### src/rtl/ramio_pkg.sv
/*
  ramio shared definitions
  client bus widths, the I/O address map, UART bit timing
  and the enums used by the decoder, lane aligner and UARTs
*/
package ramio_pkg;

  // ------------------------------------------------------------
  // client bus
  // ------------------------------------------------------------
  localparam int ADDR_W = 32;
  localparam int DATA_W = 32;
  localparam int BYTE_LANES = DATA_W / 8;

  // local RAM depth, as word address bits (256 words)
  localparam int RAM_WORDS_W = 8;

  // ------------------------------------------------------------
  // I/O map, top words of the address space
  // ------------------------------------------------------------
  localparam logic [ADDR_W-1:0] ADDR_TOP_WORD = 32'hffff_fffc;
  localparam logic [ADDR_W-1:0] ADDR_UART_OUT = ADDR_TOP_WORD - 32'd4;
  localparam logic [ADDR_W-1:0] ADDR_UART_IN = ADDR_TOP_WORD - 32'd8;
  // 4 leds in the low nibble, 0 lights a led
  localparam logic [ADDR_W-1:0] ADDR_LED = ADDR_TOP_WORD - 32'd12;

  // idle transmitter / empty receiver marker
  localparam logic [DATA_W-1:0] IDLE_WORD = '1;

  // UART bit time in clocks
  localparam int CLKS_PER_BIT = 8;
  localparam int CLK_CNT_W = $clog2(CLKS_PER_BIT);

  // ------------------------------------------------------------
  // enums
  // ------------------------------------------------------------
  // low two bits of read_type / write_type
  typedef enum logic [1:0] {
    SIZE_NONE = 2'b00,
    SIZE_BYTE = 2'b01,
    SIZE_HALF = 2'b10,
    SIZE_WORD = 2'b11
  } access_size_e;

  typedef enum logic [1:0] {SEL_RAM, SEL_LED, SEL_UART_OUT, SEL_UART_IN} io_sel_e;

  typedef enum logic [1:0] {UART_IDLE, UART_START, UART_DATA, UART_STOP} uart_state_e;

endpackage
### src/rtl/uart_rx.sv
/*
  UART receiver
  8N1 frames, start bit rechecked at mid bit, data sampled at mid bit,
  byte held with data_ready until go drops
*/
`timescale 1ns/1ps

module uart_rx (
  input logic clk,
  input logic rst_n,
  input logic go,
  input logic rx,
  output logic [7:0] data,
  output logic data_ready
);
  import ramio_pkg::*;

  uart_state_e state;
  logic [CLK_CNT_W-1:0] clk_cnt;
  logic [2:0] bit_idx;
  logic rx_meta;
  logic rx_sync;
  logic half_end;
  logic bit_end;

  assign half_end = clk_cnt == CLK_CNT_W'(CLKS_PER_BIT / 2 - 1);
  assign bit_end = clk_cnt == CLK_CNT_W'(CLKS_PER_BIT - 1);

  // ------------------------------------------------------------
  // two flop synchronizer, idles high
  // ------------------------------------------------------------
  always_ff @(posedge clk) begin
    if (!rst_n) begin
      rx_meta <= 1'b1;
      rx_sync <= 1'b1;
    end else begin
      rx_meta <= rx;
      rx_sync <= rx_meta;
    end
  end

  // ------------------------------------------------------------
  // frame FSM
  // ------------------------------------------------------------
  always_ff @(posedge clk) begin
    if (!rst_n) begin
      state <= UART_IDLE;
      clk_cnt <= '0;
      bit_idx <= '0;
      data_ready <= 1'b0;
    end else begin
      // go low is the acknowledgment
      if (!go) begin
        data_ready <= 1'b0;
      end
      clk_cnt <= clk_cnt + 1'b1;
      case (state)
        UART_IDLE: begin
          clk_cnt <= '0;
          if (go && !rx_sync) begin
            state <= UART_START;
          end
        end
        UART_START: begin
          // half a bit in, a glitch has gone high again
          if (half_end) begin
            clk_cnt <= '0;
            bit_idx <= '0;
            state <= rx_sync ? UART_IDLE : UART_DATA;
          end
        end
        UART_DATA: begin
          if (bit_end) begin
            clk_cnt <= '0;
            data[bit_idx] <= rx_sync;
            if (bit_idx == 3'd7) begin
              state <= UART_STOP;
            end else begin
              bit_idx <= bit_idx + 1'b1;
            end
          end
        end
        UART_STOP: begin
          if (bit_end) begin
            // framing error drops the byte
            data_ready <= rx_sync ? 1'b1 : data_ready;
            state <= UART_IDLE;
          end
        end
        default: state <= UART_IDLE;
      endcase
    end
  end

endmodule

### config.mk
export PLATFORM = sky130hd
export DESIGN_NAME = uart_rx
export DESIGN_NICKNAME = d
export VERILOG_FILES = /design/src/rtl/ramio_pkg.sv /design/src/rtl/uart_rx.sv
export SDC_FILE = /design/constraint.sdc
export NUM_CORES = 1
export LEC_CHECK = 0
export ABC_AREA = 1
export BUFFER_PORTS_ARGS = -buffer_cell sky130_fd_sc_hd__buf_2
export CORE_AREA = 10 10 62 64
export CTS_BUF_LIST = sky130_fd_sc_hd__clkbuf_8
export CTS_CLUSTER_SIZE = 12
export DETAILED_ROUTE_END_ITERATION = 8
export DIE_AREA = 0 0 72 74
export PLACE_DENSITY = 0.56
export SYNTH_ARGS = -nofsm -noshare
export SYNTH_HDL_FRONTEND = slang
export SYNTH_SLANG_ARGS = --single-unit
### constraint.sdc
create_clock -name clk -period 1.5 [get_ports clk]
set_input_delay 0.3 -clock clk [delete_from_list [all_inputs] [get_ports clk]]
set_output_delay 0.3 -clock clk [all_outputs]
set_load 0.03 [all_outputs]
# Word level (Yosys, flattened, before mapping)
# Index checks and enable logic that the tools add are counted.
[classes] n_addsub=2 n_reduce_logical=8 mux=21 magnitude_cmp=2 n_eq_ne=13
[op_table] operator="3-bit two-way mux" count=5
[op_table] operator="2-bit two-way mux" count=6
[op_table] operator="2-bit inequality test (second input constant)" count=6
[op_table] operator="3-bit one-hot mux with 3 select lines" count=1
[op_table] operator="8-bit bitwise mux" count=1
[op_table] operator="2-bit one-hot mux with 4 select lines" count=1
[op_table] operator="3-bit by 1-bit adder with 3-bit output (second input constant)" count=2
[op_table] operator="3-bit equality test (second input constant)" count=2
[op_table] operator="3-bit one-hot mux with 2 select lines" count=1
[op_table] operator="1-bit two-way mux" count=5
[op_table] operator="5-bit AND reduction" count=1
[op_table] operator="2-bit equality test (second input constant)" count=2
[op_table] operator="3-bit by 4-bit < comparator with 1-bit output (second input constant)" count=1
[op_table] operator="4-bit AND reduction" count=1
[op_table] operator="1-bit demux with 3-bit select" count=1
[op_table] operator="3-bit by 2-bit equality test with 1-bit output (second input constant)" count=1
[op_table] operator="3-bit by 1-bit >= comparator with 1-bit output (second input constant)" count=1
[op_table] operator="3-bit inequality test (second input constant)" count=1
[op_table] operator="3-bit AND reduction" count=1
[op_table] operator="2-bit by 1-bit equality test with 1-bit output (second input constant)" count=1
[op_table] operator="1-bit logical AND" count=2
[op_table] operator="2-bit logical NOT" count=1
[op_table] operator="2-bit nonzero test" count=1
[op_table] operator="1-bit logical NOT" count=1
[word_totals] wordCells=53 register_bits=19

# Depth between registers and ports, before layout
[logic_depth] depth_word=5 mapped_depth=9 depth_no_buf=9

# Worst setup path before layout
# OpenSTA, ideal clock, no wires.
[synth_timing] path_type="register -> register" start="register clk_cnt[0]" end="register data[2] (enable)" arrival_time_ns=0.980 path_buffers=0 setup_slack_ns=0.208 path_stages_with_launch=6 cell_sequence="dfxtp_1 ha_1 nand2_1 nor2_2 nand2_2 nor3_1"
[synth_via] elab_chain_len=2
[synth_rtl] item="from (decl)" line_no="uart_rx.sv:19" source="logic [CLK_CNT_W-1:0] clk_cnt;"
[synth_rtl] item="from (signal assigned)" line_no="uart_rx.sv:56" source="clk_cnt <= clk_cnt + 1'b1;"
[synth_rtl] item="3-bit equality test" line_no="uart_rx.sv:27" source="assign bit_end = clk_cnt == CLK_CNT_W'(CLKS_PER_BIT - 1);"
[synth_rtl] item="3-bit AND reduction (no line)"
[synth_rtl] item="to (signal, indexed assignment)" line_no="uart_rx.sv:75" source="data[bit_idx] <= rx_sync;"
[synth_rtl] item="to (decl)" line_no="uart_rx.sv:13" source="output logic [7:0] data,"
# No other way between the ends.
# A chain may end at the register's enable or synchronous reset.

# Worst setup path in the final report
[layout_timing] start="register clk_cnt[0]" end="register data[3] (enable)"
# The elaborated chain is that of the path after synthesis.

==> impl_results.md <==
- Outcome: completed
- Hold Fails Final Rpt: 0
- Post-synth ARST share: 0
- Core Box Area: 0.00266 sq mm
- Die H: 74 um
- Achievable frequency: 0.708 GHz
- Vias per inst: 4.56
- Slew @ Worst Pin: 0.279 ns
- Cts hold-fix bufs: 0
- Most Crowded Layer GR: met2
- Post-DP Area: 0.00103 sq mm
- Area growth syn-to-layout: 18.8%
- Max IR drop VDD: 619 uV
- Post-route ant nets: 0
- Placed Cells: 155
- Power per cell area: 1410 mW/mm^2
- Worst slew margin: 0.814
- Dominant cell type by area after synthesis: edfxtp_1
- H-Tree Level Count: 1
- Worst skew pair latency: 0.26 ns
- Post-Syn Nets: 119
- WL/cell: 10.6 um
- Critical-path maximum fanout: 4
- Worst EP arrival: 1.36 ns
- Iteration-0 DRC Markers: 22
- Netlist cell types: 20
- Initial antenna violation count: 0
- CTS Sinks: 19
- Seq/Total Area, Yosys: 0.505
- Met1 usage: 0.0772
- Synth Area per Inst: 8.29 sq um
- Final setup viols: 0
- CTS buffer count: 3
- Row Count: 19
- Leakage: 0.473 nW
- Root Buffer: clkbuf_8
- Share of the synthesized area in the top cell type: 0.263
- Post-Syn Area: 912 sq um
- Fill count: 280
- # IOs: 13
- Largest net degree at the start of global routing: 12
- Met3 GRT Util: 0.0266
- CTS tree: done
- DIE AREA: 0.00533 sq mm
- DRC: 0
- Yosys warns: 0
- Synth cell count leaders: nand2_1, nor2_1, inv_1
- Total GRT Usage: 0.0712
- Share of cells above drive strength 1: 0.273
- RSZ-0062 raised after global routing: yes
- Cell area after layout: 0.00108 sq mm
- Max-cap violation count: 0
- Seq cells post-synth: 19
- Grt met2 use: 0.116
- Final period demand of the worst path: 1.41 ns
- Global route total overflow: 0
- Total power: 0.00153 W
- CP max stage delay: 0.36 ns
- Kind of start point of the critical path: register
- Vias in the first global route: 695
- Crit-path cells: ha_1 > nand2_1 > nor2_2 > nand2_2 > nor3_1
- Slew Limit Fails: 0
- Die X: 72 um
- GPL Wtd Cong: 0.856
- Fin crit share: 0.942
- Initial core utilization: 0.343
- Main area contributors after synthesis: edfxtp_1, dfxtp_1, nand2_1
- CTS clk-pin slew, worst paths: 0.08 ns
- DR pass1 iterations: 4
- Routed vias: 725
- Postcts setup bufs: 0
- Clock Tree Buf Depth: 2
- Nets: 138
- Synth Flop Type: dfxtp_1
- Most common cell in the netlist: nand2_1
- Buffers plus inverters on the worst setup path: 0
- First-pass GRT wire length: 3050 um
- Post-Route WL: 1690 um
- Mapped Cells: 110
- Final Skew: 0.00575 ns
- Slowest cell on the critical path: dfxtp_1
- Worst Hold Class: in -> reg
- Crit path kind: reg -> reg
- CP top delay family: simple AND/OR/NAND/NOR gates
- Post-synth EDFFs: 8
- Hpwl dp: 1310 um
- CP Capture Type: register
- PortBufs: 12
- Final Non-Filler Cells: 159
- Worst Path Required: 1.45 ns
- Antenna cells: 0
-- final timing paths --
check | start | to | slack, ns | cells after the start
worst min register to register | rx_meta$_SDFF_PN1_ | rx_sync$_SDFF_PN1_ | 0.41 | 1
worst max register to register | clk_cnt[0]$_SDFF_PN0_ | data[3]$_DFFE_PP_ | 0.09 | 5
worst max-delay path | clk_cnt[0]$_SDFF_PN0_ | data[3]$_DFFE_PP_ | 0.09 | 5
worst min-delay path | rx | rx_meta$_SDFF_PN1_ | 0.23 | 2
-- metrics by stage --
stage	hold WS [ns]	setup TNS (ns)	util	worst slack, ns
2_1_floorplan	0.393	0	-	0.208
3_3_place_gp	0.396	0	0.385	0.117
3_5_place_dp	0.398	0	0.385	0.0732
4_1_cts	0.223	0	0.403	0.0590
5_1_grt	0.216	-0.114	0.407	-0.0438
6_report	0.228	0	0.407	0.0876
-- metal layers --
| layer | vias to the layer above | routed length, um |
|---|---|---|
| met5 | - | 0 |
| met4 | 0 | 38 |
| met3 | 4 | 107 |
| met2 | 15 | 839 |
| met1 | 321 | 706 |
| li1 | 385 | - |
-- cells in the final DEF (no fill, tap or decap), drive strengths merged --
master  netlist  layout
clkinv        0       1
ha            5       5
o21ai         3       3
or2           2       2
buf           0      14
a21oi         2       2
edfxtp        8       8
nand3         4       4
nor3          4       4
dfxtp        11      11
nand2        30      30
clkbuf        0       3
inv          15      15
and2          1       1
nor2         22      22
nand4         3       3
-- sequential cells by signal, summed over array words and instances, names as in the netlist, named ones only --
register / count
data_ready: 1
rx_meta: 1
bit_idx: 3
clk_cnt: 3
rx_sync: 1
state: 1
data: 8
-- cells by family (layout without fill, tap and decap cells) --
kind of cell,count (synthesis),after routing,share of synthesized area
adder cells (fa/ha/maj),5,5,0.0686
buffers and inverters,15,33,0.0617
AND/OR/NAND/NOR,66,66,0.337
flip-flops,19,19,0.505
AO/OA/AOI/OAI,5,5,0.0274
-- report_power, final --
group	switching (W)	internal [W]	total, W
Sequential	0.0000567	0.000603	0.000660
Clock	0.000172	0.000185	0.000357
Combinational	0.000330	0.000179	0.000509
-- what timing repair did --
action / in CTS / in global routing
endpoints found under the setup margin: 0 / 5
resized for setup: 0 / 3
endpoints found under the hold margin: 0 / 0
-- cell type report --
class                           count  area, sq um  share of cell area
Clock buffer                        3         41.3              0.0381
Clock inverter                      1         5.00             0.00462
Inverter                           15         56.3              0.0520
Multi-Input combinational cell     76          405               0.374
Sequential cell                    19          462               0.426
Tap cell                           31         38.8              0.0358
Timing Repair Buffer               14         75.1              0.0693
No activity file was read; power rests on OpenSTA's default activity.
