==> src/rtl/ramio_pkg.sv <==
/*
  ramio shared definitions
  client bus widths, the I/O address map, UART bit timing
  and the enums used by the decoder, lane aligner and UARTs
*/
package ramio_pkg;

  // ------------------------------------------------------------
  // client bus
  // ------------------------------------------------------------
  localparam int ADDR_W = 32;
  localparam int DATA_W = 32;
  localparam int BYTE_LANES = DATA_W / 8;

  // local RAM depth, as word address bits (256 words)
  localparam int RAM_WORDS_W = 8;

  // ------------------------------------------------------------
  // I/O map, top words of the address space
  // ------------------------------------------------------------
  localparam logic [ADDR_W-1:0] ADDR_TOP_WORD = 32'hffff_fffc;
  localparam logic [ADDR_W-1:0] ADDR_UART_OUT = ADDR_TOP_WORD - 32'd4;
  localparam logic [ADDR_W-1:0] ADDR_UART_IN = ADDR_TOP_WORD - 32'd8;
  // 4 leds in the low nibble, 0 lights a led
  localparam logic [ADDR_W-1:0] ADDR_LED = ADDR_TOP_WORD - 32'd12;

  // idle transmitter / empty receiver marker
  localparam logic [DATA_W-1:0] IDLE_WORD = '1;

  // UART bit time in clocks
  localparam int CLKS_PER_BIT = 8;
  localparam int CLK_CNT_W = $clog2(CLKS_PER_BIT);

  // ------------------------------------------------------------
  // enums
  // ------------------------------------------------------------
  // low two bits of read_type / write_type
  typedef enum logic [1:0] {
    SIZE_NONE = 2'b00,
    SIZE_BYTE = 2'b01,
    SIZE_HALF = 2'b10,
    SIZE_WORD = 2'b11
  } access_size_e;

  typedef enum logic [1:0] {SEL_RAM, SEL_LED, SEL_UART_OUT, SEL_UART_IN} io_sel_e;

  typedef enum logic [1:0] {UART_IDLE, UART_START, UART_DATA, UART_STOP} uart_state_e;

endpackage
==> src/rtl/uart_tx.sv <==
/*
  UART transmitter
  sends one 8N1 frame per rising go, LSB first, CLKS_PER_BIT clocks per bit
*/
`timescale 1ns/1ps

module uart_tx (
  input logic clk,
  input logic rst_n,
  input logic go,
  input logic [7:0] data,
  output logic bsy,
  output logic tx
);
  import ramio_pkg::*;

  uart_state_e state;
  logic [CLK_CNT_W-1:0] clk_cnt;
  logic [2:0] bit_idx;
  logic [7:0] tx_byte;
  // frame done, wait for go to drop before the next one
  logic sent;

  logic bit_end;
  assign bit_end = clk_cnt == CLK_CNT_W'(CLKS_PER_BIT - 1);
  assign bsy = state != UART_IDLE;

  always_ff @(posedge clk) begin
    if (!rst_n) begin
      state <= UART_IDLE;
      clk_cnt <= '0;
      bit_idx <= '0;
      sent <= 1'b0;
      tx <= 1'b1;
    end else begin
      clk_cnt <= bit_end ? '0 : clk_cnt + 1'b1;
      case (state)
        UART_IDLE: begin
          clk_cnt <= '0;
          tx <= 1'b1;
          if (!go) begin
            sent <= 1'b0;
          end else if (!sent) begin
            // latch the byte, start bit goes out now
            tx_byte <= data;
            tx <= 1'b0;
            state <= UART_START;
          end
        end
        UART_START: begin
          if (bit_end) begin
            bit_idx <= '0;
            tx <= tx_byte[0];
            state <= UART_DATA;
          end
        end
        UART_DATA: begin
          if (bit_end) begin
            if (bit_idx == 3'd7) begin
              tx <= 1'b1;
              state <= UART_STOP;
            end else begin
              bit_idx <= bit_idx + 1'b1;
              tx <= tx_byte[bit_idx + 3'd1];
            end
          end
        end
        UART_STOP: begin
          if (bit_end) begin
            sent <= 1'b1;
            state <= UART_IDLE;
          end
        end
        default: state <= UART_IDLE;
      endcase
    end
  end

  // line rests high between frames
  a_idle_high: assert property (@(posedge clk) disable iff (!rst_n)
    state == UART_IDLE |-> tx);

endmodule

==> config.mk <==
export PLATFORM = sky130hd
export DESIGN_NAME = uart_tx
export DESIGN_NICKNAME = d
export VERILOG_FILES = /design/src/rtl/ramio_pkg.sv /design/src/rtl/uart_tx.sv
export SDC_FILE = /design/constraint.sdc
export NUM_CORES = 1
export LEC_CHECK = 0
export BUFFER_PORTS_ARGS = -buffer_cell sky130_fd_sc_hd__buf_2
export CAP_MARGIN = 10
export CORE_UTILIZATION = 51
export CTS_CLUSTER_DIAMETER = 50
export DETAILED_ROUTE_END_ITERATION = 8
export GPL_ROUTABILITY_DRIVEN = 0
export GPL_TIMING_DRIVEN = 0
export PLACE_DENSITY = 0.73
export SLEW_MARGIN = 20
export SYNTH_ARGS = -nofsm -noshare
export SYNTH_HDL_FRONTEND = slang
export SYNTH_SLANG_ARGS = --single-unit
==> constraint.sdc <==
create_clock -name clk -period 1.69 [get_ports clk]
set_input_delay 0.169 -clock clk [delete_from_list [all_inputs] [get_ports clk]]
set_output_delay 0.169 -clock clk [all_outputs]
set_load 0.01 [all_outputs]
# [Word-level counts from Yosys, hierarchy flattened]
# Index checks and enable logic that the tools add are counted.
[op_classes] add_sub_neg=2 magnitude_cmp=1 eq_ne=13 mux=22 bitwise_logic=2 n_reduce_logical=11
[op_table] cell="$ne 2x2->1 const B" count=8
[op_table] cell="$mux 2" count=6
[op_table] cell="$mux 3" count=3
[op_table] cell="$mux 1" count=8
[op_table] cell="$pmux 2 s4" count=1
[op_table] cell="$reduce_and 4->1" count=2
[op_table] cell="$add 3x1->3 const B" count=2
[op_table] cell="$eq 3x3->1 const B" count=2
[op_table] cell="$pmux 3 s2" count=1
[op_table] cell="$reduce_and 3->1" count=2
[op_table] cell="$reduce_and 6->1" count=1
[op_table] cell="$reduce_bool 2->1" count=3
[op_table] cell="$eq 2x2->1 const B" count=2
[op_table] cell="$lt 3x4->1 const B" count=1
[op_table] cell="$bmux 1 s3" count=1
[op_table] cell="$pmux 1 s3" count=1
[op_table] cell="$reduce_bool 3->1" count=1
[op_table] cell="$reduce_or 3->1" count=1
[op_table] cell="$eq 2x1->1 const B" count=1
[op_table] cell="$logic_not 2->1" count=1
[op_table] cell="$not 1->1" count=2
[op_table] cell="$pmux 1 s2" count=1
[totals] ff_bits=18 inputBits=11 output_inout_bits=2 word_cells=57

# [Logic depth before layout (Yosys ltp)]
[depth] word_depth=6 ltp_mapped=7 ltp_nobuf=6

# [Least setup slack after synthesis]
# OpenSTA, ideal clock, no wires.
[synth_timing] kind="register -> register" start="register state[0]" end="register tx" setup_time_ns=0.132 arrival_time_ns=1.387 required_ns=1.558 setup_slack_ns=0.171 stages_incl_launch_ff=8 n_path_buf=1 synth_period_minus_slack_ns=1.519 cell_sequence="dfxtp_1 > inv_1 > ha_1 > buf_4 > o21ai_1 > o31ai_1 > a31oi_1 > o211ai_2"
[synth_between] elab_chain_len=3 elab_cells_between_ends=8 cone_classes="eq/ne (4); mux (1); reduce/logical (3)"
[synth_lines] element="from (decl)" line_no="uart_tx.sv:17" source="uart_state_e state;"
[synth_lines] element="from (signal assigned)" line_no="uart_tx.sv:30" source="state <= UART_IDLE;"
[synth_lines] element="from (signal assigned)" line_no="uart_tx.sv:47" source="state <= UART_START;"
[synth_lines] element="from (signal assigned)" line_no="uart_tx.sv:54" source="state <= UART_DATA;"
[synth_lines] element="$eq 2x1->1, or another cell as far along" line_no="uart_tx.sv:37" source="case (state)"
[synth_lines] element="$ne 2x2->1 (no source line) or $reduce_bool 3->1 (tied branches)"
[synth_lines] element="$reduce_and 3->1 (no source line)"
[synth_lines] element="to (signal assigned)" line_no="uart_tx.sv:53" source="tx <= tx_byte[0];"
[synth_lines] element="to (signal assigned)" line_no="uart_tx.sv:64" source="tx <= tx_byte[bit_idx + 3'd1];"
[synth_lines] element="to (decl)" line_no="uart_tx.sv:13" source="output logic tx"
# Parallel ways exist; a longest one is shown, timed or not.
# A chain may end at the register's enable or synchronous reset.

# [Final worst setup path]
# Same ends and word-level chain as after synthesis.

==> impl_metrics.json <==
{
  "status": "finished, final reports clean",
  "hold_ws_ns": 0.0398,
  "critPathArrivalTime_ns": 1.75,
  "worst_slew_margin_rel_pct": 73.6,
  "min_path_type": "in -> reg",
  "dpl.cell_count": 101,
  "seq_area_frac_synth_pct": 50.0,
  "maxSlewViolCount": 0,
  "drtIter0Drc": 8,
  "irDropWorstVdd_v": 0.000664,
  "critPathMaxFanout": 10,
  "clk_pin_slew_ns": 0.10,
  "rsz0062_at_grt": "no",
  "commonest_non_fill_non_tap_cell_in_the_layout": "sky130_fd_sc_hd__buf_2",
  "worstMarginPinSlew_ns": 0.391,
  "grt.total_usage_pct": 17.0,
  "fin_setup_tns_ns": 0,
  "leakagePower_nw": 0.407,
  "cap_viol_max_count": 0,
  "fin_worst_skew_ns": 0.0107,
  "critical_path_class": "reg -> reg",
  "maximum_level_of_the_cts_h_tree": 1,
  "number_of_global_route_vias_before_repair": 552,
  "crit_required_ns": 1.87,
  "cts.root.buffer_cell": "sky130_fd_sc_hd__clkbuf_4",
  "period_minus_slack_ns": 1.57,
  "firstDrtPassIters": 3,
  "yosysWarningCount": 0,
  "tritoncts": "done",
  "max_freq_mhz": 637,
  "synthesis.area_sq_um": 881,
  "ys_async_sr_fraction_pct": 0,
  "power-per-cell-area_mw_per_mm2": 1330,
  "largest_net_degree_at_the_start_of_global_routing": 11,
  "critPathLaunchType": "flip-flop",
  "syn-instance-count": 73,
  "nFillCells": 133,
  "post_drt_via_cell_ratio": 5.80,
  "final_antenna_net_count": 0,
  "design.die.area_sq_mm": 0.00190,
  "synth_edf_count": 8,
  "finalWirelength_um": 1400,
  "cts_made_buffers": 3,
  "instances_no_fill": 105,
  "std_cell_rows": 14,
  "hold_viol": 0,
  "nets_final": 109,
  "yosysUniqueCellTypes": 29,
  "initial_core_util_pct": 56.5,
  "drive_above_1_share_pct": 27.0,
  "vias": 609,
  "numClockSinks": 18,
  "synth_area_per_cell_sq_um": 12.1,
  "globalRoute.totalOverflow": 0,
  "n_antenna_cell": 0,
  "placedInstanceArea_sq_um": 961,
  "detail_route.wl_per_cell_um": 13.4,
  "dp.final_hpwl_um": 1010,
  "layout_common_cells": "sky130_fd_sc_hd__buf_2 (12), sky130_fd_sc_hd__dfxtp_1 (9), sky130_fd_sc_hd__ha_1 (8), sky130_fd_sc_hd__edfxtp_1 (8), sky130_fd_sc_hd__nor2b_1 (7)",
  "max_root_sink_buffers": 2,
  "die-width_um": 43.6,
  "first_pass_grt_wire_length_um": 2280,
  "clock_latency_ns": 0.30,
  "ys_seq_elements": 18,
  "design.core.area_sq_mm": 0.00156,
  "finalCoreUtilization_pct": 64.8,
  "area_growth_pct": 14.8,
  "worst_setup_path_end_kind": "flip-flop",
  "die-height_um": 43.6,
  "remaining_drc_errors": 0,
  "final.period_utilization_pct": 92.9,
  "ys.flop_type": "sky130_fd_sc_hd__dfxtp_1",
  "floorplan.io_pins": 13,
  "finalSetupViolCount": 0,
  "numPortBuffers": 12,
  "syn_nets": 92,
  "antenna_found_initial": 0,
  "fin_area_sq_mm": 0.00101
}
-- worst max-delay path, cell delays in order, from the launching register on --
cell,delay (ns)
sky130_fd_sc_hd__dfxtp_1,0.37
sky130_fd_sc_hd__inv_1,0.08
sky130_fd_sc_hd__ha_1,0.21
sky130_fd_sc_hd__buf_4,0.18
sky130_fd_sc_hd__o311a_1,0.33
sky130_fd_sc_hd__a31oi_1,0.18
sky130_fd_sc_hd__o211ai_2,0.11
-- state kept, by name (all words and copies together) (netlist names) --
register  count
sent          1
clk_cnt       3
tx_byte       8
state         2
bit_idx       3
tx            1
-- power breakdown --
group          switching, mW  leakage (nW)  internal [mW]
clock network          0.129        0.0154         0.0860
logic                  0.313         0.236          0.245
registers             0.0369         0.156          0.533
total                  0.479         0.407          0.864
-- per-layer routing --
| layer | up-vias | track usage (%) | wire, um |
|---|---|---|---|
| li1 | 309 | - | - |
| met1 | 282 | 19.8 | 646 |
| met2 | 13 | 28.1 | 661 |
| met3 | 5 | 6.25 | 66 |
| met4 | 0 | 7.50 | 29 |
| met5 | - | 0 | 0 |
-- synthesized netlist by cell type (all sizes together) (2+ instances only) --
cell / count / share of area, %
inv: 4 / 1.7
mux2i: 2 / 2.3
nand2: 2 / 0.85
a22o: 2 / 2.0
and2: 2 / 1.4
dfxtp: 10 / 23
a22oi: 4 / 3.4
o311a: 2 / 2.3
edfxtp: 8 / 27
nor2b: 7 / 5.0
mux2: 2 / 2.6
ha: 8 / 11
o21ai: 3 / 1.7
nand2b: 3 / 2.1
-- timing repair --
item / CTS / global route
hold buffers: 0 / 0
gates resized for setup: 1 / 4
buffers inserted: 0 / 0
endpoints found under the setup margin: 1 / 5
hold endpoints to repair: 0 / 0
-- through the flow --
step / total power, mW / setup WS, ns
floorplan: 0.971 / 0.171
global placement: 1.08 / 0.0160
detailed placement: 1.09 / 0.00699
CTS: 1.31 / 0.00869
global route: 1.44 / 0.00550
finish: 1.34 / 0.120
-- area by class of cell --
type | instances | area (sq um) | area share [%]
multi-input combinational | 50 | 440 | 43.6
clock inverter | 1 | 3.75 | 0.371
tap | 16 | 20.0 | 1.98
timing repair buffer | 12 | 60.1 | 5.94
buffer | 1 | 7.51 | 0.743
sequential | 18 | 442 | 43.7
inverter | 4 | 15.0 | 1.49
clock buffer | 3 | 22.5 | 2.23
-- cells by family after synthesis --
| family | after synthesis | share of synthesized area [%] |
|---|---|---|
| adder cells (fa/ha/maj) | 8 | 11.4 |
| flip-flops | 18 | 50.0 |
| AND/OR/NAND/NOR | 19 | 12.9 |
| AO/OA/AOI/OAI | 18 | 15.8 |
| multiplexers | 5 | 7.39 |
| buffers and inverters | 5 | 2.56 |
-- path summary, 6_finish.rpt --
path / start / to / slack [ns] / cells after the start
min: data[2] / tx_byte[2] / 0.04 / 1
max: state[0] / tx / 0.12 / 6
max reg2reg: state[0] / tx / 0.12 / 6
min reg2reg: clk_cnt[0] / clk_cnt[0] / 0.44 / 1
No activity file was read; power rests on OpenSTA's default activity.
