--- src/rtl/ramio_pkg.sv ---
/*
  ramio shared definitions
  client bus widths, the I/O address map, UART bit timing
  and the enums used by the decoder, lane aligner and UARTs
*/
package ramio_pkg;

  // ------------------------------------------------------------
  // client bus
  // ------------------------------------------------------------
  localparam int ADDR_W = 32;
  localparam int DATA_W = 32;
  localparam int BYTE_LANES = DATA_W / 8;

  // local RAM depth, as word address bits (256 words)
  localparam int RAM_WORDS_W = 8;

  // ------------------------------------------------------------
  // I/O map, top words of the address space
  // ------------------------------------------------------------
  localparam logic [ADDR_W-1:0] ADDR_TOP_WORD = 32'hffff_fffc;
  localparam logic [ADDR_W-1:0] ADDR_UART_OUT = ADDR_TOP_WORD - 32'd4;
  localparam logic [ADDR_W-1:0] ADDR_UART_IN = ADDR_TOP_WORD - 32'd8;
  // 4 leds in the low nibble, 0 lights a led
  localparam logic [ADDR_W-1:0] ADDR_LED = ADDR_TOP_WORD - 32'd12;

  // idle transmitter / empty receiver marker
  localparam logic [DATA_W-1:0] IDLE_WORD = '1;

  // UART bit time in clocks
  localparam int CLKS_PER_BIT = 8;
  localparam int CLK_CNT_W = $clog2(CLKS_PER_BIT);

  // ------------------------------------------------------------
  // enums
  // ------------------------------------------------------------
  // low two bits of read_type / write_type
  typedef enum logic [1:0] {
    SIZE_NONE = 2'b00,
    SIZE_BYTE = 2'b01,
    SIZE_HALF = 2'b10,
    SIZE_WORD = 2'b11
  } access_size_e;

  typedef enum logic [1:0] {SEL_RAM, SEL_LED, SEL_UART_OUT, SEL_UART_IN} io_sel_e;

  typedef enum logic [1:0] {UART_IDLE, UART_START, UART_DATA, UART_STOP} uart_state_e;

endpackage
--- src/rtl/ram_port_if.sv ---
/*
  word RAM port
  word aligned requests with byte enables, registered read data back
*/
`timescale 1ns/1ps

interface ram_port_if;
  import ramio_pkg::*;

  // request side, a read is req with byte_en all zero
  logic req;
  logic [RAM_WORDS_W-1:0] word_addr;
  logic [DATA_W-1:0] wr_data;
  logic [BYTE_LANES-1:0] byte_en;

  // response side, valid the cycle after a read request
  logic [DATA_W-1:0] rd_data;
  logic rd_valid;

  modport requester(output req, word_addr, wr_data, byte_en, input rd_data, rd_valid);

  modport responder(input req, word_addr, wr_data, byte_en, output rd_data, rd_valid);

endinterface

--- src/rtl/lane_align.sv ---
/*
  lane aligner
  turns byte / half / word accesses into byte enabled word writes,
  picks read lanes out of the RAM word and sign or zero extends them
*/
`timescale 1ns/1ps

module lane_align (
  input logic clk,
  input logic rst_n,
  input logic req,
  input logic [2:0] read_type,
  input ramio_pkg::access_size_e write_type,
  input logic [ramio_pkg::ADDR_W-1:0] address,
  input logic [ramio_pkg::DATA_W-1:0] data_in,
  output logic [ramio_pkg::DATA_W-1:0] data_out,
  output logic data_ready,
  output logic busy,
  ram_port_if.requester ram
);
  import ramio_pkg::*;

  access_size_e rd_size;
  logic rd_sign;
  logic is_read;
  logic is_write;
  logic [1:0] offset;
  logic [7:0] rd_byte;
  logic [15:0] rd_half;

  // bit 2 of read_type asks for sign extension
  assign rd_size = access_size_e'(read_type[1:0]);
  assign rd_sign = read_type[2];
  assign is_read = rd_size != SIZE_NONE;
  assign is_write = write_type != SIZE_NONE;
  assign offset = address[1:0];

  // ------------------------------------------------------------
  // write lane steering
  // ------------------------------------------------------------
  always_comb begin
    ram.byte_en = '0;
    ram.wr_data = data_in;
    case (write_type)
      SIZE_BYTE: begin
        // byte copied to every lane, enable picks one
        ram.byte_en = 4'b0001 << offset;
        ram.wr_data = {4{data_in[7:0]}};
      end
      SIZE_HALF: begin
        ram.wr_data = {2{data_in[15:0]}};
        // odd offset is misaligned, nothing written
        if (!offset[0]) begin
          ram.byte_en = offset[1] ? 4'b1100 : 4'b0011;
        end
      end
      SIZE_WORD: ram.byte_en = '1;
      default: ;
    endcase
  end

  // a dropped write must not look like a read to the RAM
  assign ram.req = req && (is_read || (is_write && ram.byte_en != '0));
  assign ram.word_addr = address[RAM_WORDS_W+1:2];

  // ------------------------------------------------------------
  // read lane extraction
  // ------------------------------------------------------------
  always_comb begin
    rd_byte = ram.rd_data[8*offset +: 8];
    rd_half = offset[1] ? ram.rd_data[31:16] : ram.rd_data[15:0];
    case (rd_size)
      SIZE_BYTE: data_out = {{24{rd_sign & rd_byte[7]}}, rd_byte};
      SIZE_HALF: data_out = offset[0] ? '0 : {{16{rd_sign & rd_half[15]}}, rd_half};
      SIZE_WORD: data_out = ram.rd_data;
      default: data_out = '0;
    endcase
  end

  // busy only while a read waits for its word
  assign data_ready = req && is_read && ram.rd_valid;
  assign busy = req && is_read && !ram.rd_valid;

  // a RAM read spends one cycle busy before its word comes back
  a_busy_before_ready: assert property (@(posedge clk) disable iff (!rst_n)
    $rose(data_ready) |-> $past(busy));

endmodule

--- src/flat_wrapper.sv ---
// flat-port wrapper written by rule: the top's interface ports become plain ports
module lane_align_flat import ramio_pkg::*;
  (clk, rst_n, req, read_type, write_type, address, data_in, data_out, data_ready, busy, ram_req, ram_word_addr, ram_wr_data, ram_byte_en, ram_rd_data, ram_rd_valid);
  ram_port_if ram_i ();
  input logic clk;
  input logic rst_n;
  input logic req;
  input logic [2:0] read_type;
  input ramio_pkg::access_size_e write_type;
  input logic [ramio_pkg::ADDR_W-1:0] address;
  input logic [ramio_pkg::DATA_W-1:0] data_in;
  output logic [ramio_pkg::DATA_W-1:0] data_out;
  output logic data_ready;
  output logic busy;
  output wire logic [$bits(ram_i.req)-1:0] ram_req;
  output wire logic [$bits(ram_i.word_addr)-1:0] ram_word_addr;
  output wire logic [$bits(ram_i.wr_data)-1:0] ram_wr_data;
  output wire logic [$bits(ram_i.byte_en)-1:0] ram_byte_en;
  input wire logic [$bits(ram_i.rd_data)-1:0] ram_rd_data;
  input wire logic [$bits(ram_i.rd_valid)-1:0] ram_rd_valid;
  assign ram_req = ram_i.req;
  assign ram_word_addr = ram_i.word_addr;
  assign ram_wr_data = ram_i.wr_data;
  assign ram_byte_en = ram_i.byte_en;
  assign ram_i.rd_data = ram_rd_data;
  assign ram_i.rd_valid = ram_rd_valid;
  lane_align u_core (.clk(clk), .rst_n(rst_n), .req(req), .read_type(read_type), .write_type(write_type), .address(address), .data_in(data_in), .data_out(data_out), .data_ready(data_ready), .busy(busy), .ram(ram_i));
endmodule
--- config.mk ---
export PLATFORM = sky130hd
export DESIGN_NAME = lane_align_flat
export DESIGN_NICKNAME = d
export VERILOG_FILES = /design/src/rtl/ramio_pkg.sv /design/src/rtl/ram_port_if.sv /design/src/rtl/lane_align.sv /design/src/flat_wrapper.sv
export SDC_FILE = /design/constraint.sdc
export NUM_CORES = 1
export LEC_CHECK = 0
export ABC_CLOCK_PERIOD_IN_PS = 1600
export BUFFER_PORTS_ARGS = -buffer_cell sky130_fd_sc_hd__buf_2
export CORE_ASPECT_RATIO = 0.5
export CORE_MARGIN = 5
export CORE_UTILIZATION = 32
export DETAILED_ROUTE_END_ITERATION = 7
export GPL_TIMING_DRIVEN = 0
export PLACE_DENSITY = 0.81
export REMOVE_ABC_BUFFERS = 1
export SLEW_MARGIN = 20
export SYNTH_ARGS = -nofsm -noshare
export SYNTH_HDL_FRONTEND = slang
export SYNTH_SLANG_ARGS = --single-unit
--- constraint.sdc ---
create_clock -name vclk -period 1.6
set_input_delay 0.32 -clock vclk [all_inputs]
set_output_delay 0.32 -clock vclk [all_outputs]
set_load 0.005 [all_outputs]
# [Word-level counts from Yosys, hierarchy flattened]
# Cells that the tools add are included.
[op_classes] n_eq_ne=6 shift=2 muxes=7 n_bitwise=2 reduce_logical=10
[op_table] operator="$pmux W32 S3" count=1
[op_table] operator="$pmux W32 S2" count=1
[op_table] operator="$mux W32" count=1
[op_table] operator="$shiftx A32 B6 Y8" count=1
[op_table] operator="$mux W16" count=1
[op_table] operator="$pmux W4 S3" count=1
[op_table] operator="$eq A2 B2 Y1 const B" count=4
[op_table] operator="$mux W4" count=2
[op_table] operator="$logic_and A1 B1 Y1" count=5
[op_table] operator="$eq A2 B1 Y1 const B" count=2
[op_table] operator="$reduce_bool A2 Y1" count=2
[op_table] operator="$reduce_bool A4 Y1" count=1
[op_table] operator="$shl A1 B2 Y4 const A" count=1
[op_table] operator="$and A1 B1 Y1" count=2
[op_table] operator="$logic_not A1 Y1" count=1
[op_table] operator="$logic_or A1 B1 Y1" count=1
[word_totals] ff_bits=0 out_inout_bits=79

# [Longest topological paths before layout]
[depth] word_depth=7 depth_mapped=6

# [Worst setup path before layout]
# Ideal clock, no wire load.
[synth_timing] path_kind="input to output" start="input port write_type[0]" end="output port ram_wr_data[10]" arrival_time_ps=1348 path_slack_ps=-68 cell_stages=6 cell_sequence="inv_1 ha_1 clkbuf_1 and2_1 clkbuf_1 a22o_1"
[synth_between] elab_chain_cells=2
[synth_lines] element="from (decl)" line_no="flat_wrapper.sv:9" text="input ramio_pkg::access_size_e write_type;"
[synth_lines] element="$eq A2 B2 Y1 or $eq A2 B1 Y1 (tied branches)" line_no="lane_align.sv:44" text="case (write_type)"
[synth_lines] element="$pmux W32 S2 *" line_no="lane_align.sv:44"
[synth_lines] element="to (decl)" line_no="flat_wrapper.sv:17" text="output wire logic [$bits(ram_i.wr_data)-1:0] ram_wr_data;"
# Mark *: on every way between the ends. The rest lies on a longest branch, timed or not.

# [Final worst setup path]
[layout_timing] start="input port read_type[1]" end="output port data_out[25] (netlist name)"
[layout_between] elab_chain_cells=2
[layout_lines] element="from (decl)" line_no="flat_wrapper.sv:8" text="input logic [2:0] read_type;"
[layout_lines] element="$eq A2 B2 Y1 or $eq A2 B1 Y1 (tied branches)" line_no="lane_align.sv:72" text="case (rd_size)"
[layout_lines] element="$pmux W32 S3 *" line_no="lane_align.sv:72"
[layout_lines] element="to (decl)" line_no="flat_wrapper.sv:12" text="output logic [ramio_pkg::DATA_W-1:0] data_out;"
# Marked as above.

==> run metrics <==
CP arrival between 1.5 and 2 ns; Crit path required time roughly 1.3 ns; routed vias 2774; Tot Pwr 0.00103 W; CP delay by family, top buffers and inverters; fraction of layout cells with a size suffix above 1 62.5%; IO Port Bufs 144; Initial Util 32.4%; Seq/Total Area, Yosys 0%; critical path class input pin to primary output; Min Clock Period, post-route 1.85 ns; Slew @ Worst Pin 0.413 ns; Worst VDD drop 0.140 mV; met3 wire length 1180 um; Die Y-Extent between 50 and 60 um; GRT Resource Usage Total 24.1%; Cell variety after synth 40; initial DRC count ~450; sw frac 49.5%; area of the mapped netlist 1570 um^2; combinational power share between 90% and 100%; DRT met1 WL 3190 um; Routed WL around 9400 um; LEAKAGE 1.39 nW; Buf/Inv on CP 3; storage element area 0 um^2; Via density 6.18; # setup viols final 44; RSZ-0062 raised after global routing yes; Psw roughly 0.00051 W; die area 6490 um^2; site row count 18; clock share of power 0%; yosys warns 0; Avg WL per Cell 21.0 um; status complete, but fails checks; die extent in x about 110 um; maxcap violations 0; Non-Filler Instances 449; final worst setup slack -0.248 ns; maximum fanout along the worst path 33; DR pass1 iterations 7; Pint 0.000522 W; largest net degree at the start of global routing 43; Area contributors post-synth a21oi_1 (8.6%), buf_4 (8.1%), o211ai_1 (7.7%); top routing layer used met4; gr ovfl total 0; Seq cells 0; setup TNS -4.96 ns; # diodes 0; area of the multi-input gates 1590 um^2; Max stage delay on crit path 0.30 ns; Hold Crit Class input pin to primary output; Final Hold Vio Count 0; Flop pwr share 0%; hold_ws 0.640 ns; crit-path cells buf_8 > nor3b_4 > nand3_2 > buf_4 > o211ai_1 > buf_2; Core ar. a little under 5000 um^2; Crit-path slowest cell nor3b_4; syn_area_per_cell about 6.4 um^2; clock buffers 0; first-pass GRT wire length 12500 um; Fmax 541 MHz; nets 490; met2 WL 4390 um; post-DP HPWL 5020 um; GPL Wtd Cong 0.850; failing checks setup timing; area share of the largest cell type after synthesis 8.61%; post-synth top area cell a21oi_1; vias in the first global route 2493; Layout area overhead 87.2%; Max Slew Vio Count 0; antenna violations before repair 0; # fillers 380; Crit. End Element primary output; Critical Path Source Type input pin; antenna-violating nets left 0; pwr/cell area 352 nW/um^2; Residual DRC 0; num ports 184; Mapped Cells 246; placed cells approximately 420; fin crit share 115%; Slew Limit Headroom 72.4%
worst paths after layout:
path,start,end,slack [ns],cells past startpoint
hold / removal,address[2],ram_word_addr[0],0.64,0
setup / recovery,read_type[1],data_out[25],-0.25,6
metrics by stage:
step | setup WS (ns) | instance area, um^2 | util (%)
3_5_place_dp | -0.862 | 2140 | 44.2
3_3_place_gp | -0.850 | 2140 | 44.2
5_1_grt | -0.261 | 2940 | 60.6
4_1_cts | -0.136 | 2670 | 55.0
2_1_floorplan | -0.332 | 1330 | -
6_report | -0.248 | 2940 | 60.6
timing repair:
action	in CTS	in global routing
cloned	3	2
hold buffers	0	0
resized for setup	64	50
buffers inserted	23	5
pin swaps	13	29
endpoints found under the setup margin	63	55
hold endpoints to repair	0	0
placed cells by master (no fill, tap or decap), types with 3 or more instances in the layout:
cell type   instances
o211ai_1           16
buf_2             138
clkinvlp_4          3
mux2_4              3
o22ai_2             6
nand2_1            10
a21oi_1            14
a32oi_1             6
buf_4              13
nand3b_1            8
buf_6              10
nor2_1             17
ha_4                3
a22o_1              8
a21oi_2            12
o32ai_1             4
inv_1              11
a22oi_2             9
buf_12              7
nand2b_1            8
nand3_1            16
mux2_2              5
a22oi_1             5
a21o_1              7
area by class of cell:
class	instances	share of cell area, %
inverters	15	2.51
well taps	70	2.98
multi-input cells	189	54.0
repair inverters	1	0.256
repair buffers	174	40.2
cell families after synthesis:
kind of cell             share of synthesized area [%]
AO/OA/AOI/OAI                                     46.3
multiplexers                                      6.62
XOR/XNOR                                         0.558
buffers and inverters                             18.8
AND/OR/NAND/NOR                                   24.6
adder cells (fa/ha/maj)                           3.19
cells in the mapped netlist, types with 2 or more instances:
library cell and number:
a21o_1 7, a21oi_1 27, a221o_1 2, a22o_1 8
a22oi_1 14, a32oi_1 7, buf_1 3, buf_2 7
buf_4 17, clkbuf_1 13, ha_1 4, inv_1 15
mux2_2 7, nand2_1 11, nand2b_1 9, nand3_1 17
nand3b_1 8, nor2_1 19, o211ai_1 16, o21ai_0 3
o22ai_1 8, o32ai_1 5, or3_1 2
power groups by stage:
stage | registers [W] | logic [W] | clock network, W
3_3_place_gp | 0 | 0.000677 | 0
2_1_floorplan | 0 | 0.000321 | 0
3_5_place_dp | 0 | 0.000684 | 0
4_1_cts | 0 | 0.000855 | 0
5_1_grt | 0 | 0.00109 | 0
6_report | 0 | 0.00103 | 0
metal layers:
layer  GRT usage, %  up-vias
met2           44.1      266
met5              0        -
li1               -     1180
met4           9.71        0
met3           6.64       79
met1           26.7     1249
No activity file was read; power rests on OpenSTA's default activity.
